[config.mk]
export PLATFORM = sky130hd
export DESIGN_NAME = qdr_cpu_top
export DESIGN_NICKNAME = d
export VERILOG_FILES = /design/src/logic/qdr_cpu_pkg.sv /design/src/logic/qdr_reset_ctrl.sv /design/src/logic/qdr_mem_window.sv /design/src/logic/qdr_burst_engine.sv /design/src/logic/qdr_cpu_top.sv
export SDC_FILE = /design/constraint.sdc
export NUM_CORES = 1
export LEC_CHECK = 0
export ABC_AREA = 1
export ABC_CLOCK_PERIOD_IN_PS = 9900
export BUFFER_PORTS_ARGS = -buffer_cell sky130_fd_sc_hd__buf_2
export CAP_MARGIN = 25
export CORE_ASPECT_RATIO = 0.7
export CORE_MARGIN = 3
export CORE_UTILIZATION = 50
export DETAILED_ROUTE_END_ITERATION = 16
export HOLD_SLACK_MARGIN = 0.12
export PLACE_DENSITY = 0.78
export SYNTH_ARGS = -nofsm -noshare
export SYNTH_HDL_FRONTEND = slang
export SYNTH_SLANG_ARGS = --single-unit
[constraint.sdc]
create_clock -name qdr_clk_i -period 9.9 [get_ports qdr_clk_i]
set_input_delay 1.98 -clock qdr_clk_i [delete_from_list [all_inputs] [get_ports qdr_clk_i]]
set_output_delay 1.98 -clock qdr_clk_i [all_outputs]
set_load 0.01 [all_outputs]
[src/logic/qdr_cpu_pkg.sv]
// QDR CPU access package
// widths, window register map, bus and QDR command types
// shared by the register port, the memory window and the burst engine
package qdr_cpu_pkg;

  localparam int QDR_ADDR_BITS = 22;
  localparam int DATA_BITS     = 18;
  localparam int MASK_BITS     = 2;
  localparam int BURST_WIDTH   = 4;
  localparam int RESET_STRETCH = 8;

  // one beat carries two sram words
  localparam int BEAT_BITS       = 2 * DATA_BITS;
  localparam int BEAT_BE_BITS    = 2 * MASK_BITS;
  localparam int BURST_BITS      = BURST_WIDTH * DATA_BITS;
  localparam int BURST_MASK_BITS = BURST_WIDTH * MASK_BITS;
  localparam int ADDR_HI_BITS    = QDR_ADDR_BITS - 16;
  localparam int TOP_WORD_LSB    = 16 * (BURST_WIDTH - 1);
  localparam int TOP_WORD_BITS   = BURST_BITS % 16;
  localparam int WIN_DATA_BITS   = TOP_WORD_LSB + TOP_WORD_BITS;
  localparam int RST_CNT_BITS    = $clog2(RESET_STRETCH + 1);

  // memory window word offsets, bus address bits 7:1
  localparam logic [6:0] WIN_WR_CTRL  = 7'd0;
  localparam logic [6:0] WIN_RD_CTRL  = 7'd1;
  localparam logic [6:0] WIN_ADDR_LO  = 7'd2;
  localparam logic [6:0] WIN_ADDR_HI  = 7'd3;
  localparam logic [6:0] WIN_MASK     = 7'd4;
  localparam logic [6:0] WIN_WR_DATA0 = 7'd5;
  localparam logic [6:0] WIN_WR_DATA1 = 7'd6;
  localparam logic [6:0] WIN_WR_DATA2 = 7'd7;
  localparam logic [6:0] WIN_WR_DATA3 = 7'd8;
  localparam logic [6:0] WIN_RD_DATA0 = 7'd9;
  localparam logic [6:0] WIN_RD_DATA1 = 7'd10;
  localparam logic [6:0] WIN_RD_DATA2 = 7'd11;
  localparam logic [6:0] WIN_RD_DATA3 = 7'd12;

  // register port offsets
  localparam logic [6:0] REG_CTRL   = 7'd0;
  localparam logic [6:0] REG_STATUS = 7'd1;

  typedef logic [15:0]                wb_data_t;
  typedef logic [31:0]                wb_adr_t;
  typedef logic [QDR_ADDR_BITS-1:0]   qdr_addr_t;
  typedef logic [BEAT_BITS-1:0]       qdr_beat_t;
  typedef logic [BEAT_BE_BITS-1:0]    qdr_be_t;
  typedef logic [BURST_BITS-1:0]      burst_data_t;
  typedef logic [BURST_MASK_BITS-1:0] burst_mask_t;

  typedef struct packed {
    logic     cyc;
    logic     stb;
    logic     we;
    logic [1:0] sel;
    wb_adr_t  adr;
    wb_data_t dat;
  } wb_req_t;

  typedef struct packed {
    qdr_addr_t   addr;
    burst_data_t data;
    burst_mask_t mask;
  } burst_req_t;

  typedef struct packed {
    qdr_addr_t addr;
    qdr_beat_t data;
    qdr_be_t   be;
    logic      addr_en;
    logic      data_en;
  } qdr_wr_cmd_t;

  typedef struct packed {
    qdr_addr_t addr;
    logic      en;
  } qdr_rd_cmd_t;

  typedef enum logic [2:0] {
    IDLE,
    WR_BEAT0,
    WR_BEAT1,
    RD_ISSUE,
    RD_WAIT
  } burst_state_t;

endpackage

[src/logic/qdr_reset_ctrl.sv]
// QDR PHY reset control
// register-port slave: a CTRL write with bit 0 set starts a stretched
// reset pulse to the PHY; reads return phy ready and reset-active status
`timescale 1ns/1ps

module qdr_reset_ctrl (
  input  logic                  qdr_clk_i,
  input  logic                  wb_rst_i,
  input  qdr_cpu_pkg::wb_req_t  reg_req_i,
  output qdr_cpu_pkg::wb_data_t reg_dat_o,
  output logic                  reg_ack_o,
  input  logic                  qdr_phy_rdy_i,
  output logic                  qdr_rst_o
);
  import qdr_cpu_pkg::*;

  logic                    access;
  logic                    rst_write;
  logic [6:0]              word_sel;
  logic [RST_CNT_BITS-1:0] stretch_cnt_q;
  logic                    rst_active;
  wb_data_t                rd_word;

  // ack once per request, never two cycles in a row
  assign access    = reg_req_i.cyc & reg_req_i.stb & ~reg_ack_o;
  assign word_sel  = reg_req_i.adr[7:1];
  assign rst_write = access & reg_req_i.we & (word_sel == REG_CTRL) & reg_req_i.dat[0];

  // counter loads with the ack, output follows one cycle later
  assign rst_active = qdr_rst_o | (stretch_cnt_q != '0);

  always_ff @(posedge qdr_clk_i) begin
    if (wb_rst_i) begin
      reg_ack_o     <= 1'b0;
      stretch_cnt_q <= '0;
      qdr_rst_o     <= 1'b0;
    end else begin
      reg_ack_o <= access;
      qdr_rst_o <= (stretch_cnt_q != '0);
      if (rst_write) begin
        stretch_cnt_q <= RST_CNT_BITS'(RESET_STRETCH);
      end else if (stretch_cnt_q != '0) begin
        stretch_cnt_q <= stretch_cnt_q - 1'b1;
      end
    end
  end

  always_comb begin
    rd_word = '0;
    case (word_sel)
      REG_CTRL: begin
        rd_word[0] = qdr_phy_rdy_i;
      end
      REG_STATUS: begin
        rd_word[0] = rst_active;
      end
      default: begin
        rd_word = '0;
      end
    endcase
  end

  // read data registered with the ack, writes return zero
  always_ff @(posedge qdr_clk_i) begin
    if (access) begin
      reg_dat_o <= reg_req_i.we ? '0 : rd_word;
    end
  end

endmodule

[src/logic/qdr_mem_window.sv]
// QDR memory access window
// memory-port slave holding the address, byte mask and burst buffers
// software sets a write or read request flag, the burst engine clears it
`timescale 1ns/1ps

module qdr_mem_window (
  input  logic                     qdr_clk_i,
  input  logic                     wb_rst_i,
  input  qdr_cpu_pkg::wb_req_t     mem_req_i,
  output qdr_cpu_pkg::wb_data_t    mem_dat_o,
  output logic                     mem_ack_o,
  output qdr_cpu_pkg::burst_req_t  burst_req_o,
  output logic                     wr_pending_o,
  output logic                     rd_pending_o,
  input  logic                     wr_done_i,
  input  logic                     rd_done_i,
  input  qdr_cpu_pkg::burst_data_t rd_burst_i
);
  import qdr_cpu_pkg::*;

  logic                     access;
  logic                     wr_access;
  logic [6:0]               word_sel;
  wb_data_t                 rd_word;
  qdr_addr_t                addr_q;
  burst_mask_t              mask_q;
  logic [WIN_DATA_BITS-1:0] wr_data_q;
  burst_data_t              rd_data_q;

  assign access    = mem_req_i.cyc & mem_req_i.stb & ~mem_ack_o;
  assign wr_access = access & mem_req_i.we;
  assign word_sel  = mem_req_i.adr[7:1];

  // upper burst bits are not reachable through the window and stay zero
  assign burst_req_o.addr = addr_q;
  assign burst_req_o.data = burst_data_t'(wr_data_q);
  assign burst_req_o.mask = mask_q;

  always_ff @(posedge qdr_clk_i) begin
    if (wb_rst_i) begin
      mem_ack_o    <= 1'b0;
      wr_pending_o <= 1'b0;
      rd_pending_o <= 1'b0;
    end else begin
      mem_ack_o <= access;
      if (wr_done_i) begin
        wr_pending_o <= 1'b0;
      end
      if (rd_done_i) begin
        rd_pending_o <= 1'b0;
      end
      // any value written to a ctrl word raises its request
      if (wr_access && (word_sel == WIN_WR_CTRL)) begin
        wr_pending_o <= 1'b1;
      end
      if (wr_access && (word_sel == WIN_RD_CTRL)) begin
        rd_pending_o <= 1'b1;
      end
    end
  end

  always_ff @(posedge qdr_clk_i) begin
    if (wr_access) begin
      case (word_sel)
        WIN_ADDR_LO: begin
          addr_q[15:0] <= mem_req_i.dat;
        end
        WIN_ADDR_HI: begin
          addr_q[QDR_ADDR_BITS-1:16] <= mem_req_i.dat[ADDR_HI_BITS-1:0];
        end
        WIN_MASK: begin
          mask_q <= mem_req_i.dat[BURST_MASK_BITS-1:0];
        end
        WIN_WR_DATA0: begin
          wr_data_q[15:0] <= mem_req_i.dat;
        end
        WIN_WR_DATA1: begin
          wr_data_q[31:16] <= mem_req_i.dat;
        end
        WIN_WR_DATA2: begin
          wr_data_q[47:32] <= mem_req_i.dat;
        end
        WIN_WR_DATA3: begin
          wr_data_q[WIN_DATA_BITS-1:TOP_WORD_LSB] <= mem_req_i.dat[TOP_WORD_BITS-1:0];
        end
        default: begin
        end
      endcase
    end
    if (rd_done_i) begin
      rd_data_q <= rd_burst_i;
    end
    if (access) begin
      mem_dat_o <= mem_req_i.we ? '0 : rd_word;
    end
  end

  // readback mux, unmapped offsets read zero
  always_comb begin
    rd_word = '0;
    case (word_sel)
      WIN_WR_CTRL:  rd_word = wb_data_t'(wr_pending_o);
      WIN_RD_CTRL:  rd_word = wb_data_t'(rd_pending_o);
      WIN_ADDR_LO:  rd_word = addr_q[15:0];
      WIN_ADDR_HI:  rd_word = wb_data_t'(addr_q[QDR_ADDR_BITS-1:16]);
      WIN_MASK:     rd_word = wb_data_t'(mask_q);
      WIN_WR_DATA0: rd_word = wr_data_q[15:0];
      WIN_WR_DATA1: rd_word = wr_data_q[31:16];
      WIN_WR_DATA2: rd_word = wr_data_q[47:32];
      WIN_WR_DATA3: rd_word = wb_data_t'(wr_data_q[WIN_DATA_BITS-1:TOP_WORD_LSB]);
      WIN_RD_DATA0: rd_word = rd_data_q[15:0];
      WIN_RD_DATA1: rd_word = rd_data_q[31:16];
      WIN_RD_DATA2: rd_word = rd_data_q[47:32];
      WIN_RD_DATA3: rd_word = wb_data_t'(rd_data_q[WIN_DATA_BITS-1:TOP_WORD_LSB]);
      default:      rd_word = '0;
    endcase
  end

endmodule

[src/logic/qdr_burst_engine.sv]
// QDR burst engine
// turns a pending window request into one two-beat burst on the
// controller's native write or read port and collects the read beats
`timescale 1ns/1ps

module qdr_burst_engine (
  input  logic                     qdr_clk_i,
  input  logic                     wb_rst_i,
  input  qdr_cpu_pkg::burst_req_t  burst_req_i,
  input  logic                     wr_pending_i,
  input  logic                     rd_pending_i,
  output logic                     wr_done_o,
  output logic                     rd_done_o,
  output qdr_cpu_pkg::burst_data_t rd_burst_o,
  output qdr_cpu_pkg::qdr_wr_cmd_t qdr_wr_o,
  input  logic                     qdr_wr_full_i,
  output qdr_cpu_pkg::qdr_rd_cmd_t qdr_rd_o,
  input  qdr_cpu_pkg::qdr_beat_t   qdr_rd_data_i,
  input  logic                     qdr_rd_valid_i,
  input  logic                     qdr_rd_full_i
);
  import qdr_cpu_pkg::*;

  burst_state_t state_q;
  logic         rd_beat_q;
  logic         beat_hi;

  assign beat_hi   = (state_q == WR_BEAT1);
  assign wr_done_o = beat_hi;

  always_ff @(posedge qdr_clk_i) begin
    if (wb_rst_i) begin
      state_q   <= IDLE;
      rd_beat_q <= 1'b0;
      rd_done_o <= 1'b0;
    end else begin
      rd_done_o <= 1'b0;
      case (state_q)
        IDLE: begin
          // read flag is still set while rd_done is high, so hold off then
          if (wr_pending_i && !qdr_wr_full_i) begin
            state_q <= WR_BEAT0;
          end else if (rd_pending_i && !wr_pending_i && !qdr_rd_full_i && !rd_done_o) begin
            state_q   <= RD_ISSUE;
            rd_beat_q <= 1'b0;
          end
        end
        WR_BEAT0: state_q <= WR_BEAT1;
        WR_BEAT1: state_q <= IDLE;
        RD_ISSUE: state_q <= RD_WAIT;
        RD_WAIT: begin
          if (qdr_rd_valid_i) begin
            rd_beat_q <= ~rd_beat_q;
            if (rd_beat_q) begin
              state_q   <= IDLE;
              rd_done_o <= 1'b1;
            end
          end
        end
        default: state_q <= IDLE;
      endcase
    end
  end

  // first beat carries words 0-1, second words 2-3
  always_ff @(posedge qdr_clk_i) begin
    if ((state_q == RD_WAIT) && qdr_rd_valid_i) begin
      if (!rd_beat_q) begin
        rd_burst_o[BEAT_BITS-1:0] <= qdr_rd_data_i;
      end else begin
        rd_burst_o[BURST_BITS-1:BEAT_BITS] <= qdr_rd_data_i;
      end
    end
  end

  always_comb begin
    qdr_wr_o.addr    = burst_req_i.addr;
    qdr_wr_o.data    = beat_hi ? burst_req_i.data[BURST_BITS-1:BEAT_BITS]
                               : burst_req_i.data[BEAT_BITS-1:0];
    qdr_wr_o.be      = beat_hi ? burst_req_i.mask[BURST_MASK_BITS-1:BEAT_BE_BITS]
                               : burst_req_i.mask[BEAT_BE_BITS-1:0];
    qdr_wr_o.addr_en = (state_q == WR_BEAT0);
    qdr_wr_o.data_en = (state_q == WR_BEAT0) || (state_q == WR_BEAT1);
    qdr_rd_o.addr    = burst_req_i.addr;
    qdr_rd_o.en      = (state_q == RD_ISSUE);
  end

endmodule

[src/logic/qdr_cpu_top.sv]
// QDR CPU access top level
// register port for PHY reset and status, memory port for indirect
// burst access through the window and the burst engine
`timescale 1ns/1ps

module qdr_cpu_top (
  input  logic                     qdr_clk_i,
  input  logic                     wb_rst_i,
  input  qdr_cpu_pkg::wb_req_t     reg_req_i,
  output qdr_cpu_pkg::wb_data_t    reg_dat_o,
  output logic                     reg_ack_o,
  input  qdr_cpu_pkg::wb_req_t     mem_req_i,
  output qdr_cpu_pkg::wb_data_t    mem_dat_o,
  output logic                     mem_ack_o,
  output logic                     qdr_rst_o,
  input  logic                     qdr_phy_rdy_i,
  output qdr_cpu_pkg::qdr_wr_cmd_t qdr_wr_o,
  input  logic                     qdr_wr_full_i,
  output qdr_cpu_pkg::qdr_rd_cmd_t qdr_rd_o,
  input  qdr_cpu_pkg::qdr_beat_t   qdr_rd_data_i,
  input  logic                     qdr_rd_valid_i,
  input  logic                     qdr_rd_full_i
);
  import qdr_cpu_pkg::*;

  burst_req_t  burst_req;
  logic        wr_pending;
  logic        rd_pending;
  logic        wr_done;
  logic        rd_done;
  burst_data_t rd_burst;

  qdr_reset_ctrl qdr_reset_ctrl_inst (
    .qdr_clk_i     (qdr_clk_i),
    .wb_rst_i      (wb_rst_i),
    .reg_req_i     (reg_req_i),
    .reg_dat_o     (reg_dat_o),
    .reg_ack_o     (reg_ack_o),
    .qdr_phy_rdy_i (qdr_phy_rdy_i),
    .qdr_rst_o     (qdr_rst_o)
  );

  qdr_mem_window qdr_mem_window_inst (
    .qdr_clk_i    (qdr_clk_i),
    .wb_rst_i     (wb_rst_i),
    .mem_req_i    (mem_req_i),
    .mem_dat_o    (mem_dat_o),
    .mem_ack_o    (mem_ack_o),
    .burst_req_o  (burst_req),
    .wr_pending_o (wr_pending),
    .rd_pending_o (rd_pending),
    .wr_done_i    (wr_done),
    .rd_done_i    (rd_done),
    .rd_burst_i   (rd_burst)
  );

  qdr_burst_engine qdr_burst_engine_inst (
    .qdr_clk_i      (qdr_clk_i),
    .wb_rst_i       (wb_rst_i),
    .burst_req_i    (burst_req),
    .wr_pending_i   (wr_pending),
    .rd_pending_i   (rd_pending),
    .wr_done_o      (wr_done),
    .rd_done_o      (rd_done),
    .rd_burst_o     (rd_burst),
    .qdr_wr_o       (qdr_wr_o),
    .qdr_wr_full_i  (qdr_wr_full_i),
    .qdr_rd_o       (qdr_rd_o),
    .qdr_rd_data_i  (qdr_rd_data_i),
    .qdr_rd_valid_i (qdr_rd_valid_i),
    .qdr_rd_full_i  (qdr_rd_full_i)
  );

endmodule

==> impl_results.md <==
- Outcome: finished clean
- PnR worst setup slack: 5.73 ns
- Crit path DAT: 2.19 ns
- I/O Pins: 270
- Initial core utilization: 0.521
- Internal reg-to-reg setup slack: around 7.5 ns
- Reg2reg start: qdr_mem_window_inst.mem_ack_o$_SDFF_PP0_
- Detailed Routing Iterations Pass 1: 5
- Placed instance area: 10,500 um^2
- Setup violations, final: 0
- RSZ-0062 raised after global routing: false
- Routed Wire Length: 22,900 um
- Clock root cell: clkbuf_16
- # clock sinks: 229
- Overall power: 2.05 mW
- Min cycle time layout: 4.17 ns
- Async set-or-reset flop fraction in the synthesized netlist: 0
- Vias in the first global route: 5,838
- DRC Markers: 0
- Hold Crit Class: flip-flop to flip-flop
- Layout fillers: 1,426
- Rows: 41
- Commonest non-fill, non-tap cell in the layout: edfxtp_1
- Post-DR vias/cell: about 5.2
- Peak supply drop: between 0.1 and 0.15 mV
- Core area: 18,400 um^2
- CTS H-tree lvls: 1
- Bufs on Longest Clock Path: 3
- # hold bufs at CTS: 0
- Final hold violations: 0
- Remaining Overflow, GRT: 0
- Post-layout util: 0.605
- CP Launch Point: qdr_burst_engine_inst.state_q[2]$_SDFFE_PP0P_
- Post-synthesis cell area: 9590 um^2
- CTS Buf Count: 22
- Vias: 6,368
- Fin Clk Skew: 0.0118 ns
- Die X: 172 um
- Sequential element share of the synthesized area: 0.702
- Post_cts resized: 0
- Detail Placement HPWL: 16,500 um
- Clk slew on worst S/H paths: 0.06 ns
- R2R cell count: 4
- Final Instance Area: 11,100 um^2
- Antenna violations before repair: 3
- Ranking of synthesized cells by area: edfxtp_1, nand2_1, buf_4, nand3_1, nor2_1
- Top FF cell, synth: edfxtp_1
- Syn Inst Count: 810
- Total Neg Setup Slack: 0 ns
- Synthesis-to-finish area growth: 16.2%
- Post-synth EDFFs: 215
- First-pass GRT wire length: 33,200 um
- Slew headroom: 0.323
- Routed Antenna Nets: 0
- Final worst-path cycle share: 0.421
- CP Max Fanout: 52
- I/O Buffers: 185
- Startpoint types: flip-flop
- Setup crit end kind: output port
- Share of the synthesized area in the top cell type: 0.673
- Power Dens Cells: 184 nW/um^2
- Clk Latency, worst-skew pair: 0.50 ns
- Initial DRC Count: 818
- Final Wtd Congestion: 0.848
- Synth cell types: 32
- Fin. max-slew vios: 0
- Slew at the pin closest to its max-slew limit: 1.01 ns
- Final-stage net count: 1,120
- Post-synth top area cell: edfxtp_1
- YS warnings: 0
- Drt wl/cell: ~19 um
- Reg2reg end: qdr_mem_window_inst.wr_data_q[37]$_DFFE_PP_
- Max-Cap Viols: 0
- F_max: 240 MHz
- Ratio of cells with drive above 1 in the final layout: 0.282
- Die Footprint: 20,900 um^2
- Pin count of the biggest net entering global routing: 82
- FF+latch count, synth: ~230
- Aggregate global-route resource usage: 0.214
- Leakage: between 4 and 5 nW
- Pre-CTS setup slack: 5.42 ns
- Setup crit end: qdr_wr_o[22]
- Most frequent cells in the layout: edfxtp_1, buf_2, nand2_1
- TritonCTS clock tree: yes
- Post-CTS Setup Inserts: 0
- Worst Setup Path Type: flip-flop to output port
- Chip height: 122 um
- Req. time, crit path: 7.92 ns
- Mean Syn Cell Area: 11.8 um^2
[power by group]
part	total [mW]	leakage [nW]	internal [mW]	switching [mW]
Clock	0.774	0.328	0.438	0.336
Sequential	1.08	2.05	1.07	0.00777
Combinational	0.197	2.32	0.0734	0.124
Total	2.05	4.69	1.58	0.467
[cell usage after synthesis (all sizes together), types with 2 or more instances]
library cell  instances
a21oi                21
buf                  70
clkbuf                4
dfxtp                14
edfxtp              215
ha                    2
inv                  91
mux2                 13
nand2               155
nand3                83
nor2                100
nor3                 15
nor4                  3
o21ai                15
[how the worst min path moves through the flow]
stage                                                         from                                           to  cells after the start  slack (ns)
finish              qdr_burst_engine_inst.rd_burst_o[24]$_DFFE_PP_  qdr_mem_window_inst.rd_data_q[24]$_DFFE_PP_                      0        0.42
global route        qdr_burst_engine_inst.rd_burst_o[13]$_DFFE_PP_  qdr_mem_window_inst.rd_data_q[13]$_DFFE_PP_                      0        0.42
CTS                 qdr_burst_engine_inst.rd_burst_o[24]$_DFFE_PP_  qdr_mem_window_inst.rd_data_q[24]$_DFFE_PP_                      0        0.42
detailed placement  qdr_burst_engine_inst.rd_burst_o[13]$_DFFE_PP_  qdr_mem_window_inst.rd_data_q[13]$_DFFE_PP_                      0        0.40
global placement    qdr_burst_engine_inst.rd_burst_o[37]$_DFFE_PP_  qdr_mem_window_inst.rd_data_q[37]$_DFFE_PP_                      0        0.40
floorplan            qdr_burst_engine_inst.rd_burst_o[0]$_DFFE_PP_   qdr_mem_window_inst.rd_data_q[0]$_DFFE_PP_                      0        0.40
[per-layer routing]
layer  up-vias  share of wire  global-route usage
li1       2998              -                   -
met1      2957           0.41               0.312
met4         4          0.019              0.0467
met2       376           0.44               0.319
met3        33           0.13              0.0684
met5         -        0.00092                   0
[state kept, by name, summed over array words and instances, names as in the netlist]
register,cells
qdr_reset_ctrl_inst.stretch_cnt_q,4
qdr_reset_ctrl_inst.reg_dat_o,1
qdr_burst_engine_inst.state_q,3
qdr_burst_engine_inst.rd_beat_q,1
qdr_burst_engine_inst.rd_done_o,1
qdr_mem_window_inst.wr_data_q,56
qdr_mem_window_inst.addr_q,22
qdr_mem_window_inst.wr_pending_o,1
qdr_mem_window_inst.mask_q,8
qdr_mem_window_inst.rd_data_q,56
qdr_reset_ctrl_inst.reg_ack_o,1
qdr_reset_ctrl_inst.qdr_rst_o,1
qdr_mem_window_inst.mem_dat_o,16
qdr_mem_window_inst.rd_pending_o,1
qdr_burst_engine_inst.rd_burst_o,56
qdr_mem_window_inst.mem_ack_o,1
[cell families after synthesis]
kind of cell / Yosys count / synth area share
compound gates: 40 / 0.0222
xor+xnor: 2 / 0.00183
fa+ha+maj: 2 / 0.00261
buf+inv: 165 / 0.0904
flops: 229 / 0.702
mux: 13 / 0.0153
other cells: 1 / 0.000391
simple gates: 358 / 0.165
[critical path: stages (launching register included)]
cell	delay (ns)
dfxtp_1	0.36
inv_1	0.11
nand3_2	0.10
buf_4	0.50
mux2_2	0.44
buf_2	0.15
[cell type report]
type	instances	area (um^2)	share of cell area
multi-input combinational	430	2060	0.185
clock buffer	29	618	0.0554
inverter	91	342	0.0306
antenna	2	5.00	0.000449
tap	236	295	0.0265
clock inverter	11	50.0	0.00449
timing repair buffer	196	1040	0.0933
sequential	229	6740	0.604
[stage by stage]
| stage | std cells | hold WS [ns] |
|---|---|---|
| after floorplan | 824 | 0.400 |
| after global routing | 1222 | 0.421 |
| after CTS | 1220 | 0.418 |
| after detailed placement | 1180 | 0.405 |
| after global placement | 1179 | 0.401 |
| final | 1224 | 0.416 |
(Power assumes the default switching activity.)
